===== src/source/mem_mul_consts.svh =====
`ifndef MEM_MUL_CONSTS_SVH
`define MEM_MUL_CONSTS_SVH

// Data bus and row layout
`define MM_WORD_BITS 64
`define MM_LANES 4
`define MM_LANE_BITS 16
`define MM_U_BITS 4

// Matrix geometry
`define MM_ROWS 16
`define MM_INDEX_BITS 4

// Cycles from read index to read data
`define MM_READ_LATENCY 2

// Command encoding
`define MM_CMD_BITS 3
`define MM_CMD_COUNT 7

////////////////////
// Conflict classes, one bit per command code
// In class holds the loads, C-plus-equals and both encodes
`define MM_MASK_IN_CLASS 7'h1F
// Out class holds the unloads, C-plus-equals and both encodes
`define MM_MASK_OUT_CLASS 7'h67

`endif


===== src/source/mem_mul_cmd_pkg.sv =====
`include "mem_mul_consts.svh"

package mem_mul_cmd_pkg;

  ////////////////////
  // Command codes
  // Order fixes the bit position in the one-hot vector

  typedef enum logic [`MM_CMD_BITS-1:0] {
    // C = Encode(U) - C
    CMD_C_EQ_U_MIN_C = 3'd0,
    // C = Encode(U)
    CMD_C_EQ_U = 3'd1,
    // C += streamed rows
    CMD_C_ADD_IN = 3'd2,
    CMD_IN_C = 3'd3,
    // Only the low 16 bits of the bus are stored
    CMD_IN_U = 3'd4,
    CMD_OUT_C = 3'd5,
    CMD_OUT_U = 3'd6
  } cmd_code_e;

  // One bit per command, indexed by cmd_code_e
  typedef logic [`MM_CMD_COUNT-1:0] cmd_onehot_t;

endpackage


===== src/source/mem_mul_data_pkg.sv =====
`include "mem_mul_consts.svh"

package mem_mul_data_pkg;

  // Full bus word, also one C row
  typedef logic [`MM_WORD_BITS-1:0] word_t;

  // One lane of a C row
  typedef logic [`MM_LANE_BITS-1:0] lane_t;

  // Single U value and a packed U row
  typedef logic [`MM_U_BITS-1:0] u_val_t;
  typedef logic [`MM_LANES*`MM_U_BITS-1:0] u_row_t;

  typedef logic [`MM_INDEX_BITS-1:0] row_index_t;

endpackage


===== src/source/mem_mul_ifs.sv =====
`timescale 1ns/1ps

// Running command and its class start and end pulses
interface cmd_status_if
  import mem_mul_cmd_pkg::*;
();
  cmd_onehot_t cur_cmd;
  logic in_first;
  logic out_first;
  logic in_last;
  logic out_last;

  modport dispatch (
    output cur_cmd, in_first, out_first,
    input in_last, out_last
  );

  modport worker (
    input cur_cmd, in_first, out_first,
    output in_last, out_last
  );

  modport monitor (
    input cur_cmd
  );
endinterface

// Row store access, one read port and one write port
interface row_mem_if
  import mem_mul_data_pkg::*;
();
  row_index_t r_index;
  logic r_c_sel;
  logic r_u_sel;
  row_index_t w_index;
  logic w_c_en;
  logic w_u_en;
  word_t w_c_data;
  u_row_t w_u_data;
  word_t r_c_data;
  u_row_t r_u_data;

  modport indexer (
    output r_index, r_c_sel, r_u_sel, w_index, w_c_en, w_u_en
  );

  modport arith (
    input r_c_data, r_u_data,
    output w_c_data, w_u_data
  );

  modport memory (
    input r_index, r_c_sel, r_u_sel, w_index, w_c_en, w_u_en, w_c_data, w_u_data,
    output r_c_data, r_u_data
  );
endinterface


===== src/source/cmd_dispatch.sv =====
`timescale 1ns/1ps
`include "mem_mul_consts.svh"

module cmd_dispatch
  import mem_mul_cmd_pkg::*;
(
  input logic clk,
  input logic rst_n,
  input cmd_code_e cmd,
  input logic cmd_is_ready,
  output logic cmd_can_receive,
  cmd_status_if.dispatch status
);

  logic buf_valid;
  cmd_code_e buf_code;
  logic pend_any;
  cmd_code_e pend_code;
  cmd_onehot_t pend_onehot;
  logic pend_wait;
  logic consume;
  cmd_onehot_t prev_cmd;
  cmd_onehot_t cur_cmd;
  cmd_onehot_t next_cmd;

  ////////////////////
  // One-entry buffer, bypassed when empty
  assign cmd_can_receive = ~buf_valid;
  assign pend_any = buf_valid | cmd_is_ready;
  assign pend_code = buf_valid ? buf_code : cmd;
  assign pend_onehot = cmd_onehot_t'(1) << pend_code;

  // Wait while a class of the pending command is busy
  assign pend_wait = ((|(pend_onehot & `MM_MASK_IN_CLASS)) & (|(prev_cmd & `MM_MASK_IN_CLASS)))
                   | ((|(pend_onehot & `MM_MASK_OUT_CLASS)) & (|(prev_cmd & `MM_MASK_OUT_CLASS)));
  assign consume = pend_any & ~pend_wait;

  assign cur_cmd = prev_cmd | (consume ? pend_onehot : '0);
  assign status.cur_cmd = cur_cmd;
  assign status.in_first = |(cur_cmd & ~prev_cmd & `MM_MASK_IN_CLASS);
  assign status.out_first = |(cur_cmd & ~prev_cmd & `MM_MASK_OUT_CLASS);

  // Drop a class on its last cycle
  assign next_cmd = cur_cmd
                  & ~({`MM_CMD_COUNT{status.in_last}} & `MM_MASK_IN_CLASS)
                  & ~({`MM_CMD_COUNT{status.out_last}} & `MM_MASK_OUT_CLASS);

  always_ff @(posedge clk or negedge rst_n) begin
    if (!rst_n) begin
      prev_cmd <= '0;
      buf_valid <= 1'b0;
    end else begin
      prev_cmd <= next_cmd;
      if (!buf_valid && cmd_is_ready && !consume) begin
        buf_valid <= 1'b1;
      end else if (buf_valid && consume) begin
        buf_valid <= 1'b0;
      end
    end
  end

  always_ff @(posedge clk) begin
    if (!buf_valid && cmd_is_ready) begin
      buf_code <= cmd;
    end
  end

endmodule


===== src/source/index_handler.sv =====
`timescale 1ns/1ps
`include "mem_mul_consts.svh"

module index_handler
  import mem_mul_cmd_pkg::*;
  import mem_mul_data_pkg::*;
(
  input logic clk,
  input logic rst_n,
  input logic in_is_ready,
  input logic out_can_receive,
  output logic in_can_receive,
  output logic in_is_last,
  cmd_status_if.worker status,
  row_mem_if.indexer mem
);

  localparam int LAT = `MM_READ_LATENCY;
  localparam row_index_t LAST_ROW = row_index_t'(`MM_ROWS - 1);

  logic is_load;
  logic is_unload;
  logic is_enc;
  logic is_add;
  logic is_op;
  logic unload_rd;
  logic op_rd;
  logic rd_open;
  logic rd_open_q;
  row_index_t r_idx;
  row_index_t r_cnt_q;
  logic ld_first;
  logic ld_wr;
  row_index_t ld_idx;
  row_index_t ld_cnt_q;
  logic [LAT-1:0] op_we_q;
  logic [LAT-1:0] op_last_q;
  row_index_t op_widx_q [LAT];

  assign is_load = status.cur_cmd[CMD_IN_C] | status.cur_cmd[CMD_IN_U];
  assign is_unload = status.cur_cmd[CMD_OUT_C] | status.cur_cmd[CMD_OUT_U];
  assign is_enc = status.cur_cmd[CMD_C_EQ_U] | status.cur_cmd[CMD_C_EQ_U_MIN_C];
  assign is_add = status.cur_cmd[CMD_C_ADD_IN];
  assign is_op = is_enc | is_add;

  ////////////////////
  // Read row counter, shared by unloads and operations
  assign r_idx = status.out_first ? '0 : r_cnt_q;
  assign rd_open = ((status.in_first & is_op) | rd_open_q) & is_op;
  assign unload_rd = is_unload & out_can_receive;
  assign op_rd = (is_enc & rd_open) | (is_add & rd_open & in_is_ready);

  assign in_can_receive = is_load | (is_add & rd_open);

  assign mem.r_index = r_idx;
  assign mem.r_c_sel = (status.cur_cmd[CMD_OUT_C] & out_can_receive)
                     | ((status.cur_cmd[CMD_C_EQ_U_MIN_C] | is_add) & op_rd);
  assign mem.r_u_sel = (status.cur_cmd[CMD_OUT_U] & out_can_receive) | (is_enc & op_rd);

  ////////////////////
  // Load writes land in the cycle the word is taken
  assign ld_first = status.in_first & is_load;
  assign ld_idx = ld_first ? '0 : ld_cnt_q;
  assign ld_wr = is_load & in_is_ready;

  always_ff @(posedge clk or negedge rst_n) begin
    if (!rst_n) begin
      r_cnt_q <= '0;
      ld_cnt_q <= '0;
      rd_open_q <= 1'b0;
      op_we_q <= '0;
      op_last_q <= '0;
    end else begin
      r_cnt_q <= (unload_rd | op_rd) ? r_idx + 1'b1 : r_idx;
      ld_cnt_q <= ld_wr ? ld_idx + 1'b1 : ld_idx;
      rd_open_q <= rd_open & ~(op_rd & (r_idx == LAST_ROW));
      // Operation writes follow their read by the read latency
      op_we_q <= {op_we_q[LAT-2:0], op_rd};
      op_last_q <= {op_last_q[LAT-2:0], op_rd & (r_idx == LAST_ROW)};
    end
  end

  always_ff @(posedge clk) begin
    op_widx_q[0] <= r_idx;
    for (int i = 1; i < LAT; i++) begin
      op_widx_q[i] <= op_widx_q[i-1];
    end
  end

  assign mem.w_index = is_load ? ld_idx : op_widx_q[LAT-1];
  assign mem.w_c_en = (status.cur_cmd[CMD_IN_C] & in_is_ready) | op_we_q[LAT-1];
  assign mem.w_u_en = status.cur_cmd[CMD_IN_U] & in_is_ready;

  // Operations free both classes with their last write
  assign status.in_last = (ld_wr & (ld_idx == LAST_ROW)) | op_last_q[LAT-1];
  assign status.out_last = (unload_rd & (r_idx == LAST_ROW)) | op_last_q[LAT-1];
  assign in_is_last = (ld_wr & (ld_idx == LAST_ROW)) | (is_add & op_rd & (r_idx == LAST_ROW));

endmodule


===== src/source/mem_mul_top.sv =====
`timescale 1ns/1ps

module mem_mul_top
  import mem_mul_cmd_pkg::*;
  import mem_mul_data_pkg::*;
(
  input cmd_code_e cmd,
  input logic cmd_is_ready,
  output logic cmd_can_receive,
  input word_t in,
  input logic in_is_ready,
  output logic in_can_receive,
  output logic in_is_last,
  output word_t out,
  output logic out_is_ready,
  output logic out_is_last,
  input logic out_can_receive,
  input logic clk,
  input logic rst_n
);

  cmd_status_if status_bus ();
  row_mem_if mem_bus ();

  logic rd_is_ready;
  logic rd_is_last;
  word_t rd_data;

  cmd_dispatch u_dispatch (
    .clk(clk),
    .rst_n(rst_n),
    .cmd(cmd),
    .cmd_is_ready(cmd_is_ready),
    .cmd_can_receive(cmd_can_receive),
    .status(status_bus.dispatch)
  );

  index_handler u_index (
    .clk(clk),
    .rst_n(rst_n),
    .in_is_ready(in_is_ready),
    .out_can_receive(out_can_receive),
    .in_can_receive(in_can_receive),
    .in_is_last(in_is_last),
    .status(status_bus.worker),
    .mem(mem_bus.indexer)
  );

  row_memory u_memory (
    .clk(clk),
    .rst_n(rst_n),
    .mem(mem_bus.memory)
  );

  row_arith u_arith (
    .clk(clk),
    .rst_n(rst_n),
    .in(in),
    .in_is_ready(in_is_ready),
    .status(status_bus.monitor),
    .mem(mem_bus.arith)
  );

  ////////////////////
  // Unload row request and read data
  assign rd_is_ready = (status_bus.cur_cmd[CMD_OUT_C] | status_bus.cur_cmd[CMD_OUT_U])
                     & out_can_receive;
  assign rd_is_last = rd_is_ready & status_bus.out_last;
  // Unselected store reads back as zero
  assign rd_data = mem_bus.r_c_data | word_t'(mem_bus.r_u_data);

  out_adapter u_out (
    .clk(clk),
    .rst_n(rst_n),
    .out_can_receive(out_can_receive),
    .rd_is_ready(rd_is_ready),
    .rd_is_last(rd_is_last),
    .rd_data(rd_data),
    .out(out),
    .out_is_ready(out_is_ready),
    .out_is_last(out_is_last)
  );

endmodule


===== src/source/out_adapter.sv =====
`timescale 1ns/1ps
`include "mem_mul_consts.svh"

module out_adapter
  import mem_mul_data_pkg::*;
(
  input logic clk,
  input logic rst_n,
  input logic out_can_receive,
  input logic rd_is_ready,
  input logic rd_is_last,
  input word_t rd_data,
  output word_t out,
  output logic out_is_ready,
  output logic out_is_last
);

  localparam int LAT = `MM_READ_LATENCY;

  logic [LAT-1:0] vld_q;
  logic [LAT-1:0] last_q;
  logic a_vld;
  logic a_last;
  logic [1:0] b_vld;
  logic [1:0] b_last;
  word_t b_data [2];
  logic [2:0] m_vld;
  logic [2:0] m_last;
  word_t m_data [3];

  // Request flags follow the read data
  assign a_vld = vld_q[LAT-1];
  assign a_last = last_q[LAT-1];

  ////////////////////
  // Buffered words first, then the arriving one
  always_comb begin
    m_vld[0] = b_vld[0] | a_vld;
    m_vld[1] = b_vld[1] | (b_vld[0] & a_vld);
    m_vld[2] = b_vld[0] & b_vld[1] & a_vld;
    m_last[0] = b_vld[0] ? b_last[0] : (a_vld & a_last);
    m_last[1] = b_vld[1] ? b_last[1] : (b_vld[0] & a_vld & a_last);
    m_last[2] = m_vld[2] & a_last;
    m_data[0] = b_vld[0] ? b_data[0] : rd_data;
    m_data[1] = b_vld[1] ? b_data[1] : rd_data;
    m_data[2] = rd_data;
  end

  assign out_is_ready = out_can_receive & m_vld[0];
  assign out_is_last = out_can_receive & m_last[0];
  assign out = out_can_receive ? m_data[0] : '0;

  always_ff @(posedge clk or negedge rst_n) begin
    if (!rst_n) begin
      vld_q <= '0;
      last_q <= '0;
      b_vld <= '0;
      b_last <= '0;
    end else begin
      vld_q <= {vld_q[LAT-2:0], rd_is_ready};
      last_q <= {last_q[LAT-2:0], rd_is_last};
      // Shift out the head only when it was taken
      b_vld <= out_can_receive ? m_vld[2:1] : m_vld[1:0];
      b_last <= out_can_receive ? m_last[2:1] : m_last[1:0];
    end
  end

  always_ff @(posedge clk) begin
    b_data[0] <= out_can_receive ? m_data[1] : m_data[0];
    b_data[1] <= out_can_receive ? m_data[2] : m_data[1];
  end

endmodule


===== src/source/row_arith.sv =====
`timescale 1ns/1ps
`include "mem_mul_consts.svh"

module row_arith
  import mem_mul_cmd_pkg::*;
  import mem_mul_data_pkg::*;
(
  input logic clk,
  input logic rst_n,
  input word_t in,
  input logic in_is_ready,
  cmd_status_if.monitor status,
  row_mem_if.arith mem
);

  localparam int LAT = `MM_READ_LATENCY;
  localparam int LB = `MM_LANE_BITS;
  localparam int UB = `MM_U_BITS;

  word_t in_q [LAT];
  logic [LAT-1:0] add_q;
  word_t enc_row;
  word_t add_row;
  word_t diff_row;

  // Input word lined up with the C read data
  always_ff @(posedge clk) begin
    if (in_is_ready) begin
      in_q[0] <= in;
    end
    for (int i = 1; i < LAT; i++) begin
      in_q[i] <= in_q[i-1];
    end
  end

  always_ff @(posedge clk or negedge rst_n) begin
    if (!rst_n) begin
      add_q <= '0;
    end else begin
      add_q <= {add_q[LAT-2:0], status.cur_cmd[CMD_C_ADD_IN] & in_is_ready};
    end
  end

  ////////////////////
  // Lane math, wraps modulo 2^16
  for (genvar j = 0; j < `MM_LANES; j++) begin : g_lane
    u_val_t u_val;
    lane_t c_lane;
    lane_t in_lane;
    lane_t enc_lane;

    assign u_val = mem.r_u_data[j*UB +: UB];
    assign c_lane = mem.r_c_data[j*LB +: LB];
    assign in_lane = in_q[LAT-1][j*LB +: LB];
    // U value sits in the top bits of the lane
    assign enc_lane = {u_val, {(LB-UB){1'b0}}};

    assign enc_row[j*LB +: LB] = enc_lane;
    assign diff_row[j*LB +: LB] = enc_lane - c_lane;
    assign add_row[j*LB +: LB] = c_lane + in_lane;
  end

  always_comb begin
    if (add_q[LAT-1]) begin
      mem.w_c_data = add_row;
    end else if (status.cur_cmd[CMD_C_EQ_U_MIN_C]) begin
      mem.w_c_data = diff_row;
    end else if (status.cur_cmd[CMD_C_EQ_U]) begin
      mem.w_c_data = enc_row;
    end else begin
      mem.w_c_data = in;
    end
  end

  assign mem.w_u_data = in[$bits(u_row_t)-1:0];

endmodule


===== src/source/row_memory.sv =====
`timescale 1ns/1ps
`include "mem_mul_consts.svh"

module row_memory
  import mem_mul_data_pkg::*;
(
  input logic clk,
  input logic rst_n,
  row_mem_if.memory mem
);

  localparam int LAT = `MM_READ_LATENCY;

  word_t c_mem [`MM_ROWS];
  u_row_t u_mem [`MM_ROWS];
  word_t c_rd_q [LAT];
  u_row_t u_rd_q [LAT];

  ////////////////////
  // Storage writes
  always_ff @(posedge clk) begin
    if (mem.w_c_en) begin
      c_mem[mem.w_index] <= mem.w_c_data;
    end
    if (mem.w_u_en) begin
      u_mem[mem.w_index] <= mem.w_u_data;
    end
  end

  // Read path, zero when the store was not selected
  always_ff @(posedge clk or negedge rst_n) begin
    if (!rst_n) begin
      for (int i = 0; i < LAT; i++) begin
        c_rd_q[i] <= '0;
        u_rd_q[i] <= '0;
      end
    end else begin
      c_rd_q[0] <= mem.r_c_sel ? c_mem[mem.r_index] : '0;
      u_rd_q[0] <= mem.r_u_sel ? u_mem[mem.r_index] : '0;
      for (int i = 1; i < LAT; i++) begin
        c_rd_q[i] <= c_rd_q[i-1];
        u_rd_q[i] <= u_rd_q[i-1];
      end
    end
  end

  assign mem.r_c_data = c_rd_q[LAT-1];
  assign mem.r_u_data = u_rd_q[LAT-1];

endmodule


===== config.mk =====
export PLATFORM = sky130hd
export DESIGN_NAME = mem_mul_top
export DESIGN_NICKNAME = d
export VERILOG_FILES = /design/src/source/mem_mul_cmd_pkg.sv /design/src/source/mem_mul_data_pkg.sv /design/src/source/mem_mul_ifs.sv /design/src/source/cmd_dispatch.sv /design/src/source/index_handler.sv /design/src/source/mem_mul_top.sv /design/src/source/out_adapter.sv /design/src/source/row_arith.sv /design/src/source/row_memory.sv
export VERILOG_INCLUDE_DIRS = /design/src /design/src/source
export SDC_FILE = /design/constraint.sdc
export NUM_CORES = 2
export LEC_CHECK = 0
export ABC_CLOCK_PERIOD_IN_PS = 6500
export BUFFER_PORTS_ARGS = -buffer_cell sky130_fd_sc_hd__buf_2
export CAP_MARGIN = 20
export CORE_MARGIN = 3
export CORE_UTILIZATION = 40
export CTS_BUF_LIST = sky130_fd_sc_hd__clkbuf_8
export DETAILED_ROUTE_END_ITERATION = 7
export SETUP_SLACK_MARGIN = 0.3
export SYNTH_ARGS = -nofsm -noshare
export SYNTH_HDL_FRONTEND = slang
export SYNTH_SLANG_ARGS = --single-unit

===== constraint.sdc =====
create_clock -name clk -period 6.5 [get_ports clk]
set_input_delay 0.325 -clock clk [delete_from_list [all_inputs] [get_ports clk]]
set_output_delay 0.325 -clock clk [all_outputs]
set_load 0.03 [all_outputs]

* Word level (Yosys, flattened, before mapping)
Memories as Yosys holds them, arrays and structs flattened. Index checks and enable logic that the tools add are counted.
Storage, ports and cells: register bits 194, bits in writable memories 1544, input bits 72, output and inout port bits 69, word-level logic and storage cells 139, memories 5
Operators by class: add/sub/neg operators 10, equality and inequality tests 2, shift operators 1, multiplexer cells 29, bitwise gates (word level) 63, reductions and logical operators 12
Memory list:
- u_memory.c_mem | depth 16, width 64, rd ports 1, clocked after Yosys merged registers in 0, write ports 1, RTL line row_memory.sv:14 | word_t c_mem [`MM_ROWS];
- u_memory.u_mem | depth 16, width 16, rd ports 1, clocked after Yosys merged registers in 0, write ports 1, RTL line row_memory.sv:15 | u_row_t u_mem [`MM_ROWS];
- u_arith.in_q | depth 2, width 64, rd ports 2, clocked after Yosys merged registers in 0, write ports 2, RTL line row_arith.sv:20 | word_t in_q [LAT];
- u_out.b_data | depth 2, width 64, rd ports 2, clocked after Yosys merged registers in 0, write ports 2, RTL line out_adapter.sv:26 | word_t b_data [2];
- u_index.op_widx_q | depth 2, width 4, rd ports 2, clocked after Yosys merged registers in 0, write ports 2, RTL line index_handler.sv:38 | row_index_t op_widx_q [LAT];
Operators with widths (count):
- $mux 64 | 9
- $add 16x16->16 | 4
- $or 64x16->64 | 1
- $sub 16x16->16 | 4
- $and 1x1->1 | 33
- $reduce_or 5->1 | 6
- $and 7x7->7 | 3
- $mux 4 | 5
- $or 1x1->1 | 19
- $mux 16 | 1
- $not 7->7 | 2
- $mux 1 | 10
- $add 4x1->4 const B | 2
- $eq 4x4->1 const B | 2
- $mux 7 | 1
- $not 5->7 | 1
- $or 7x7->7 | 1
- $shl 1x3->7 const A | 1
- $mux 2 | 2
- $logic_and 1x1->1 | 3
- $mux 3 | 1
- $not 1->1 | 3
- $logic_not 1->1 | 2
- $reduce_bool 2->1 | 1

* Logic depth before layout (Yosys ltp)
depth in word-level cells 20, mapped depth 15

* Modules after synthesis
A second synthesis with hierarchy kept.
Second synthesis, totals: cell total of the unflattened synthesis 4656, area total of the unflattened synthesis 71155.7 um^2
By module, submodules not included:
- row_memory | times used 1, cells each 2916, area an instance 54118.2 um^2
- row_arith | times used 1, cells each 897, area an instance 8575.7 um^2
- out_adapter | times used 1, cells each 657, area an instance 6697.7 um^2
- index_handler | times used 1, cells each 89, area an instance 904.6 um^2
- cmd_dispatch | times used 1, cells each 79, area an instance 742.0 um^2
- mem_mul_top | times used 1, cells each 18, area an instance 117.6 um^2

* Worst setup path before layout
OpenSTA, ideal clock, no wires.
kind flip-flop to flip-flop, from register u_dispatch.buf_valid, to memory u_memory.c_mem[4][0] (netlist name) (enable), library setup time 0.486 ns, data arrival time 4.681 ns, data required time 6.014 ns, setup slack 1.333 ns, stages on the path, launching flop included 10, path buffers 1, period minus slack after synthesis 5.167 ns, path through dfrtp_1 > buf_4 > nor3b_2 > nor3_2 > and3b_1 > nor2_1 > nand2_1 > o22a_1 > or2_2 > nor2_1
Between the ends: longest elaborated chain between the ends 14
RTL lines:
- from (decl) | RTL line cmd_dispatch.sv:15 | logic buf_valid;
- from (signal assigned) | RTL line cmd_dispatch.sv:51 | buf_valid <= 1'b0;
- from (signal assigned) | RTL line cmd_dispatch.sv:55 | buf_valid <= 1'b1;
- from (signal assigned) | RTL line cmd_dispatch.sv:57 | buf_valid <= 1'b0;
- $mux 3 | RTL line cmd_dispatch.sv:30 | assign pend_code = buf_valid ? buf_code : cmd;
- $shl 1x3->7 | RTL line cmd_dispatch.sv:31 | assign pend_onehot = cmd_onehot_t'(1) << pend_code;
- $reduce_or 5->1 (on tied branches) | RTL line cmd_dispatch.sv:34, cmd_dispatch.sv:35
- $and 1x1->1 (on tied branches) | RTL line cmd_dispatch.sv:34, cmd_dispatch.sv:35
- $or 1x1->1 | RTL line cmd_dispatch.sv:34 | assign pend_wait = ((|(pend_onehot & `MM_MASK_IN_CLASS)) & (|(prev_cmd & `MM_MASK_IN_CLASS)))
- $not 1->1 | RTL line cmd_dispatch.sv:36 | assign consume = pend_any & ~pend_wait;
- $and 1x1->1 | RTL line cmd_dispatch.sv:36
- $mux 7 * | RTL line cmd_dispatch.sv:38 | assign cur_cmd = prev_cmd | (consume ? pend_onehot : '0);
- $or 7x7->7 * | RTL line cmd_dispatch.sv:38
- $and 7x7->7 | RTL line cmd_dispatch.sv:40 | assign status.in_first = |(cur_cmd & ~prev_cmd & `MM_MASK_IN_CLASS);
- $reduce_or 5->1 | RTL line cmd_dispatch.sv:40
- $and 1x1->1 | RTL line index_handler.sv:62 | assign ld_first = status.in_first & is_load;
- $mux 4 | RTL line index_handler.sv:63 | assign ld_idx = ld_first ? '0 : ld_cnt_q;
- $mux 4 | RTL line index_handler.sv:90 | assign mem.w_index = is_load ? ld_idx : op_widx_q[LAT-1];
- to (decl) | RTL line row_memory.sv:14
Mark *: on every way between the ends. The rest lies on a longest branch, timed or not.

* Worst setup path after layout
from register u_dispatch.buf_valid, to output in_is_last
Between the ends: longest elaborated chain between the ends 20
RTL lines:
- $mux 3 | RTL line cmd_dispatch.sv:30
- $shl 1x3->7 | RTL line cmd_dispatch.sv:31
- $reduce_or 5->1 (on tied branches) | RTL line cmd_dispatch.sv:34, cmd_dispatch.sv:35
- $and 1x1->1 (on tied branches) | RTL line cmd_dispatch.sv:34, cmd_dispatch.sv:35
- $or 1x1->1 | RTL line cmd_dispatch.sv:34
- $not 1->1 | RTL line cmd_dispatch.sv:36
- $and 1x1->1 | RTL line cmd_dispatch.sv:36
- $mux 7 * | RTL line cmd_dispatch.sv:38
- [... 2 more ...]
- $reduce_or 5->1 or $or 1x1->1 (tied branches) | RTL line cmd_dispatch.sv:40, index_handler.sv:44
- $and 1x1->1 | RTL line index_handler.sv:49 | assign rd_open = ((status.in_first & is_op) | rd_open_q) & is_op;
- $or 1x1->1 | RTL line index_handler.sv:49
- $and 1x1->1 | RTL line index_handler.sv:49
- $and 1x1->1 (2 in series) | RTL line index_handler.sv:51 | assign op_rd = (is_enc & rd_open) | (is_add & rd_open & in_is_ready);
- $or 1x1->1 | RTL line index_handler.sv:51
- $and 1x1->1 (2 in series) | RTL line index_handler.sv:97 | assign in_is_last = (ld_wr & (ld_idx == LAST_ROW)) | (is_add & op_rd & (r_idx == LAST_ROW));
- $or 1x1->1 * | RTL line index_handler.sv:97
- to (decl) | RTL line mem_mul_top.sv:13 | output logic in_is_last,
Marks and branches as above.

==> key figures <==
Setup path
  • Kind of critical path: reg -> out
  • Reg2Reg Depth: 10
  • Worst Setup SP: u_dispatch.buf_valid
  • Crit path max fanout: 33
  • Reg-to-reg critical path endpoint: u_memory.c_rd_q[67]
  • Worst r2r src: u_dispatch.buf_valid
  • CP Capture Type: output port
  • CP required: 6.17 ns
  • Startpoint class of the critical path: register
  • Worst Path Arrival: between 5 and 6 ns
  • Flop2flop setup slack: between 2 and 2.5 ns

Hold path
  • Worst min-delay path startpoint: in[19]
  • Hold Crit Endpoint: u_arith.in_q[0][19]
  • Hold Path Cell Cnt: 2
  • Tightest Hold Check Type: in -> reg

STA
  • Post-layout minimum cycle time: ~5.7 ns
  • Fmax: around 180 MHz
  • Hold WS: slightly above 0.09 ns
  • RSZ-0062 raised after global routing: no
  • Worst setup margin: 0.812 ns
  • Final period util: between 80 and 90%
  • Setup violators final: 0
  • Worst Max-Slew Pin Slew: 1.21 ns
  • Worst slew margin: between 10% and 20%
  • Final Slew Violations: 0
  • TNS Setup: 0 ns
  • Fin. Hold Viols: 0
  • Final clock skew: 0.0579 ns

CTS
  • Clock Path Buffers: 4
  • Clk_lat worst skew: 1.00 ns
  • Cts repair resizes: 0
  • Post-CTS Setup Inserts: 0
  • Clock sink count: 1,738
  • H-tree lvl count: 5
  • CTS tree: done
  • Cts bufs inserted: 288
  • Root Driver: clkbuf_8
  • CTS clock-pin slew for the worst setup and hold paths: 0.06 ns

Routing
  • Wirelength per Cell: around 25 um
  • Post-route ant nets: 0
  • DRT Pass-1 Iters: 6
  • Via density: around 5.7
  • DRT iter0 DRCs: between 4,000 and 5,000
  • Total wire length: between 200,000 and 250,000 um
  • Via count: between 40,000 and 50,000
  • DRC: 0

Power and ir drop
  • P_leak: 29.3 nW
  • PwrDens: 486 nW/um^2
  • Total power: approximately 39 mW
  • VDD IR-drop max: between 0.3 and 0.4 mV

Run
  • Max-cap violations: 0

Synth
  • Mapped cell area: approximately 70,000 sq um
  • Ys flop type: edfxtp_1
  • Mean Syn Cell Area: 13.9 sq um
  • Seq/Total Area, Yosys: between 70% and 80%
  • Cell taking the most area after synthesis: edfxtp_1
  • EDFF count, synth: about 1,300
  • Ys async rst share: between 10 and 15%
  • Post-synthesis cell count: about 5,000
  • Yosys reg bits: 1,738
  • Synth warn: 0
  • Post-Syn Nets: between 5,000 and 6,000
  • Top post-synthesis cells by area: edfxtp_1, dfrtp_1, dfxtp_1, mux2i_1, a221oi_1
  • Most instantiated cells after synthesis: edfxtp_1, nand2_1, mux2i_1, a21oi_1, a221oi_1
  • Synth cell types: 84
  • Area share of the largest cell type after synthesis: slightly below 60%
  • Most frequent cell after synthesis: edfxtp_1

Global route
  • First-pass GRT wire length: between 200,000 and 300,000 um
  • Vias in the first global route: 44,000
  • Largest net degree at the start of global routing: 162
  • Grt total ovfl: 0
  • GR Util All Layers: between 20% and 30%
  • Initial antenna violation count: 9

Cells and area
  • FILL cells: between 15,000 and 20,000
  • P&R area growth vs syn: 14.2%
  • Core Util, Final: a little under half
  • Fin nets: roughly 5,500
  • Layout cells sized above 1: around 13%

Placed design
  • Gpl congestion: just over 0.8
  • Place WS: about 1.8 ns
  • Port bufs: 140
  • DP Wirelength: 114,000 um

Die
  • Total I/O pin count: about 140
  • Site Rows: about 150
  • Die Area: approximately 180,000 sq um
  • Initial Util: between 40% and 50%
  • Die Ht: approximately 420 um
  • Core ar.: 172,000 sq um
  • Die span in x: 423 um

Run status
  • Outcome: completed
## metrics by stage
stage	area, sq um	std cells
after floorplan	69700	5023
after global placement	73300	7278
after detailed placement	73300	7285
after CTS	79400	7861
after global routing	79600	7891
final	79600	7896
## worst max path at each step
| stage | endpoint | slack [ns] | cells past startpoint |
|---|---|---|---|
| after floorplan | u_memory.c_mem[4][0] | 1.33 | 9 |
| after global placement | in_is_last | 1.89 | 11 |
| after detailed placement | in_is_last | 1.84 | 11 |
| after CTS | in_is_last | 0.74 | 11 |
| after global routing | in_is_last | 0.53 | 11 |
| final | in_is_last | 0.81 | 11 |
## cell type report
class / instances / area, sq um / share of cell area, %
antenna: 7 / 17.5 / 0.0220
clock buffer: 318 / 4380 / 5.50
clock inverter: 183 / 901 / 1.13
inverter: 53 / 216 / 0.272
multi-input combinational: 2910 / 19100 / 23.9
sequential: 1738 / 49300 / 61.9
tap: 2310 / 2890 / 3.63
timing repair buffer: 377 / 2880 / 3.62
## worst max-delay path: stages, from the launching register on
cell       delay [ns]
dfrtp_1          0.53
mux2i_1          0.43
nor3_2           0.13
o2111ai_2        0.82
nand2_4          0.55
inv_4            0.55
ha_1             0.28
nand3_1          0.14
a211oi_2         0.33
inv_1            0.07
o21ai_1          0.27
buf_2            0.28
## cell usage in the layout (no fill, tap or decap), types with 31 or more instances in the layout
cell,instances
dfxtp_1,200
dfrtp_1,185
a211oi_1,125
xnor2_1,61
inv_1,156
nor4_1,83
a21oi_1,381
nor2b_1,45
o21ai_0,87
xor2_1,49
buf_2,138
buf_4,147
nor2_1,204
edfxtp_1,1347
nand2_1,595
mux2i_1,394
nand2b_1,34
nor3_1,205
ha_1,78
dlygate4sd3_1,74
clkbuf_8,318
clkinv_1,31
a221oi_1,273
## flip-flops by register name, summed over array words and instances (netlist names), 3 cells and up
name                   flops
u_memory.c_mem          1024
u_memory.u_mem           256
u_arith.in_q             128
u_out.b_data             128
u_memory.c_rd_q           64
u_memory.mem.r_c_data     64
u_memory.mem.r_u_data     16
u_memory.u_rd_q           16
u_index.op_widx_q          8
u_dispatch.prev_cmd        7
u_index.ld_cnt_q           4
u_index.r_cnt_q            4
u_dispatch.buf_code        3
## power by group
group | switching (mW) | leakage (nW) | total, mW | internal [mW]
clock | 4.27 | 3.10 | 8.95 | 4.68
sequential | 1.13 | 16.4 | 16.2 | 15.0
combinational | 9.34 | 9.73 | 13.5 | 4.20
## what timing repair did
item | CTS | global route
hold buffers | 75 | 0
endpoints found under the setup margin | 0 | 0
endpoints found under the hold margin | 606 | 0
## routing by layer
layer | up-vias | wire, um | track usage (%) | share of wire, %
li1 | 19900 | - | - | -
met1 | 22500 | 84900 | 30.3 | 42
met2 | 2013 | 93100 | 34.6 | 46
met3 | 322 | 17600 | 4.84 | 8.8
met4 | 0 | 4950 | 6.67 | 2.5
met5 | - | 0 | 0 | 0
## logic make-up after synthesis
logic type / Yosys count / share of synthesized area, %
AOI/OAI and AO/OA: 1013 / 9.85
xor gates and xnor gates: 110 / 1.38
adders and majority gates: 82 / 1.52
buffers and inverters: 375 / 2.29
DFF: 1738 / 70.6
muxes: 403 / 5.87
and+or+nand+nor: 1302 / 8.45
Power figures use the tool's default switching activity.
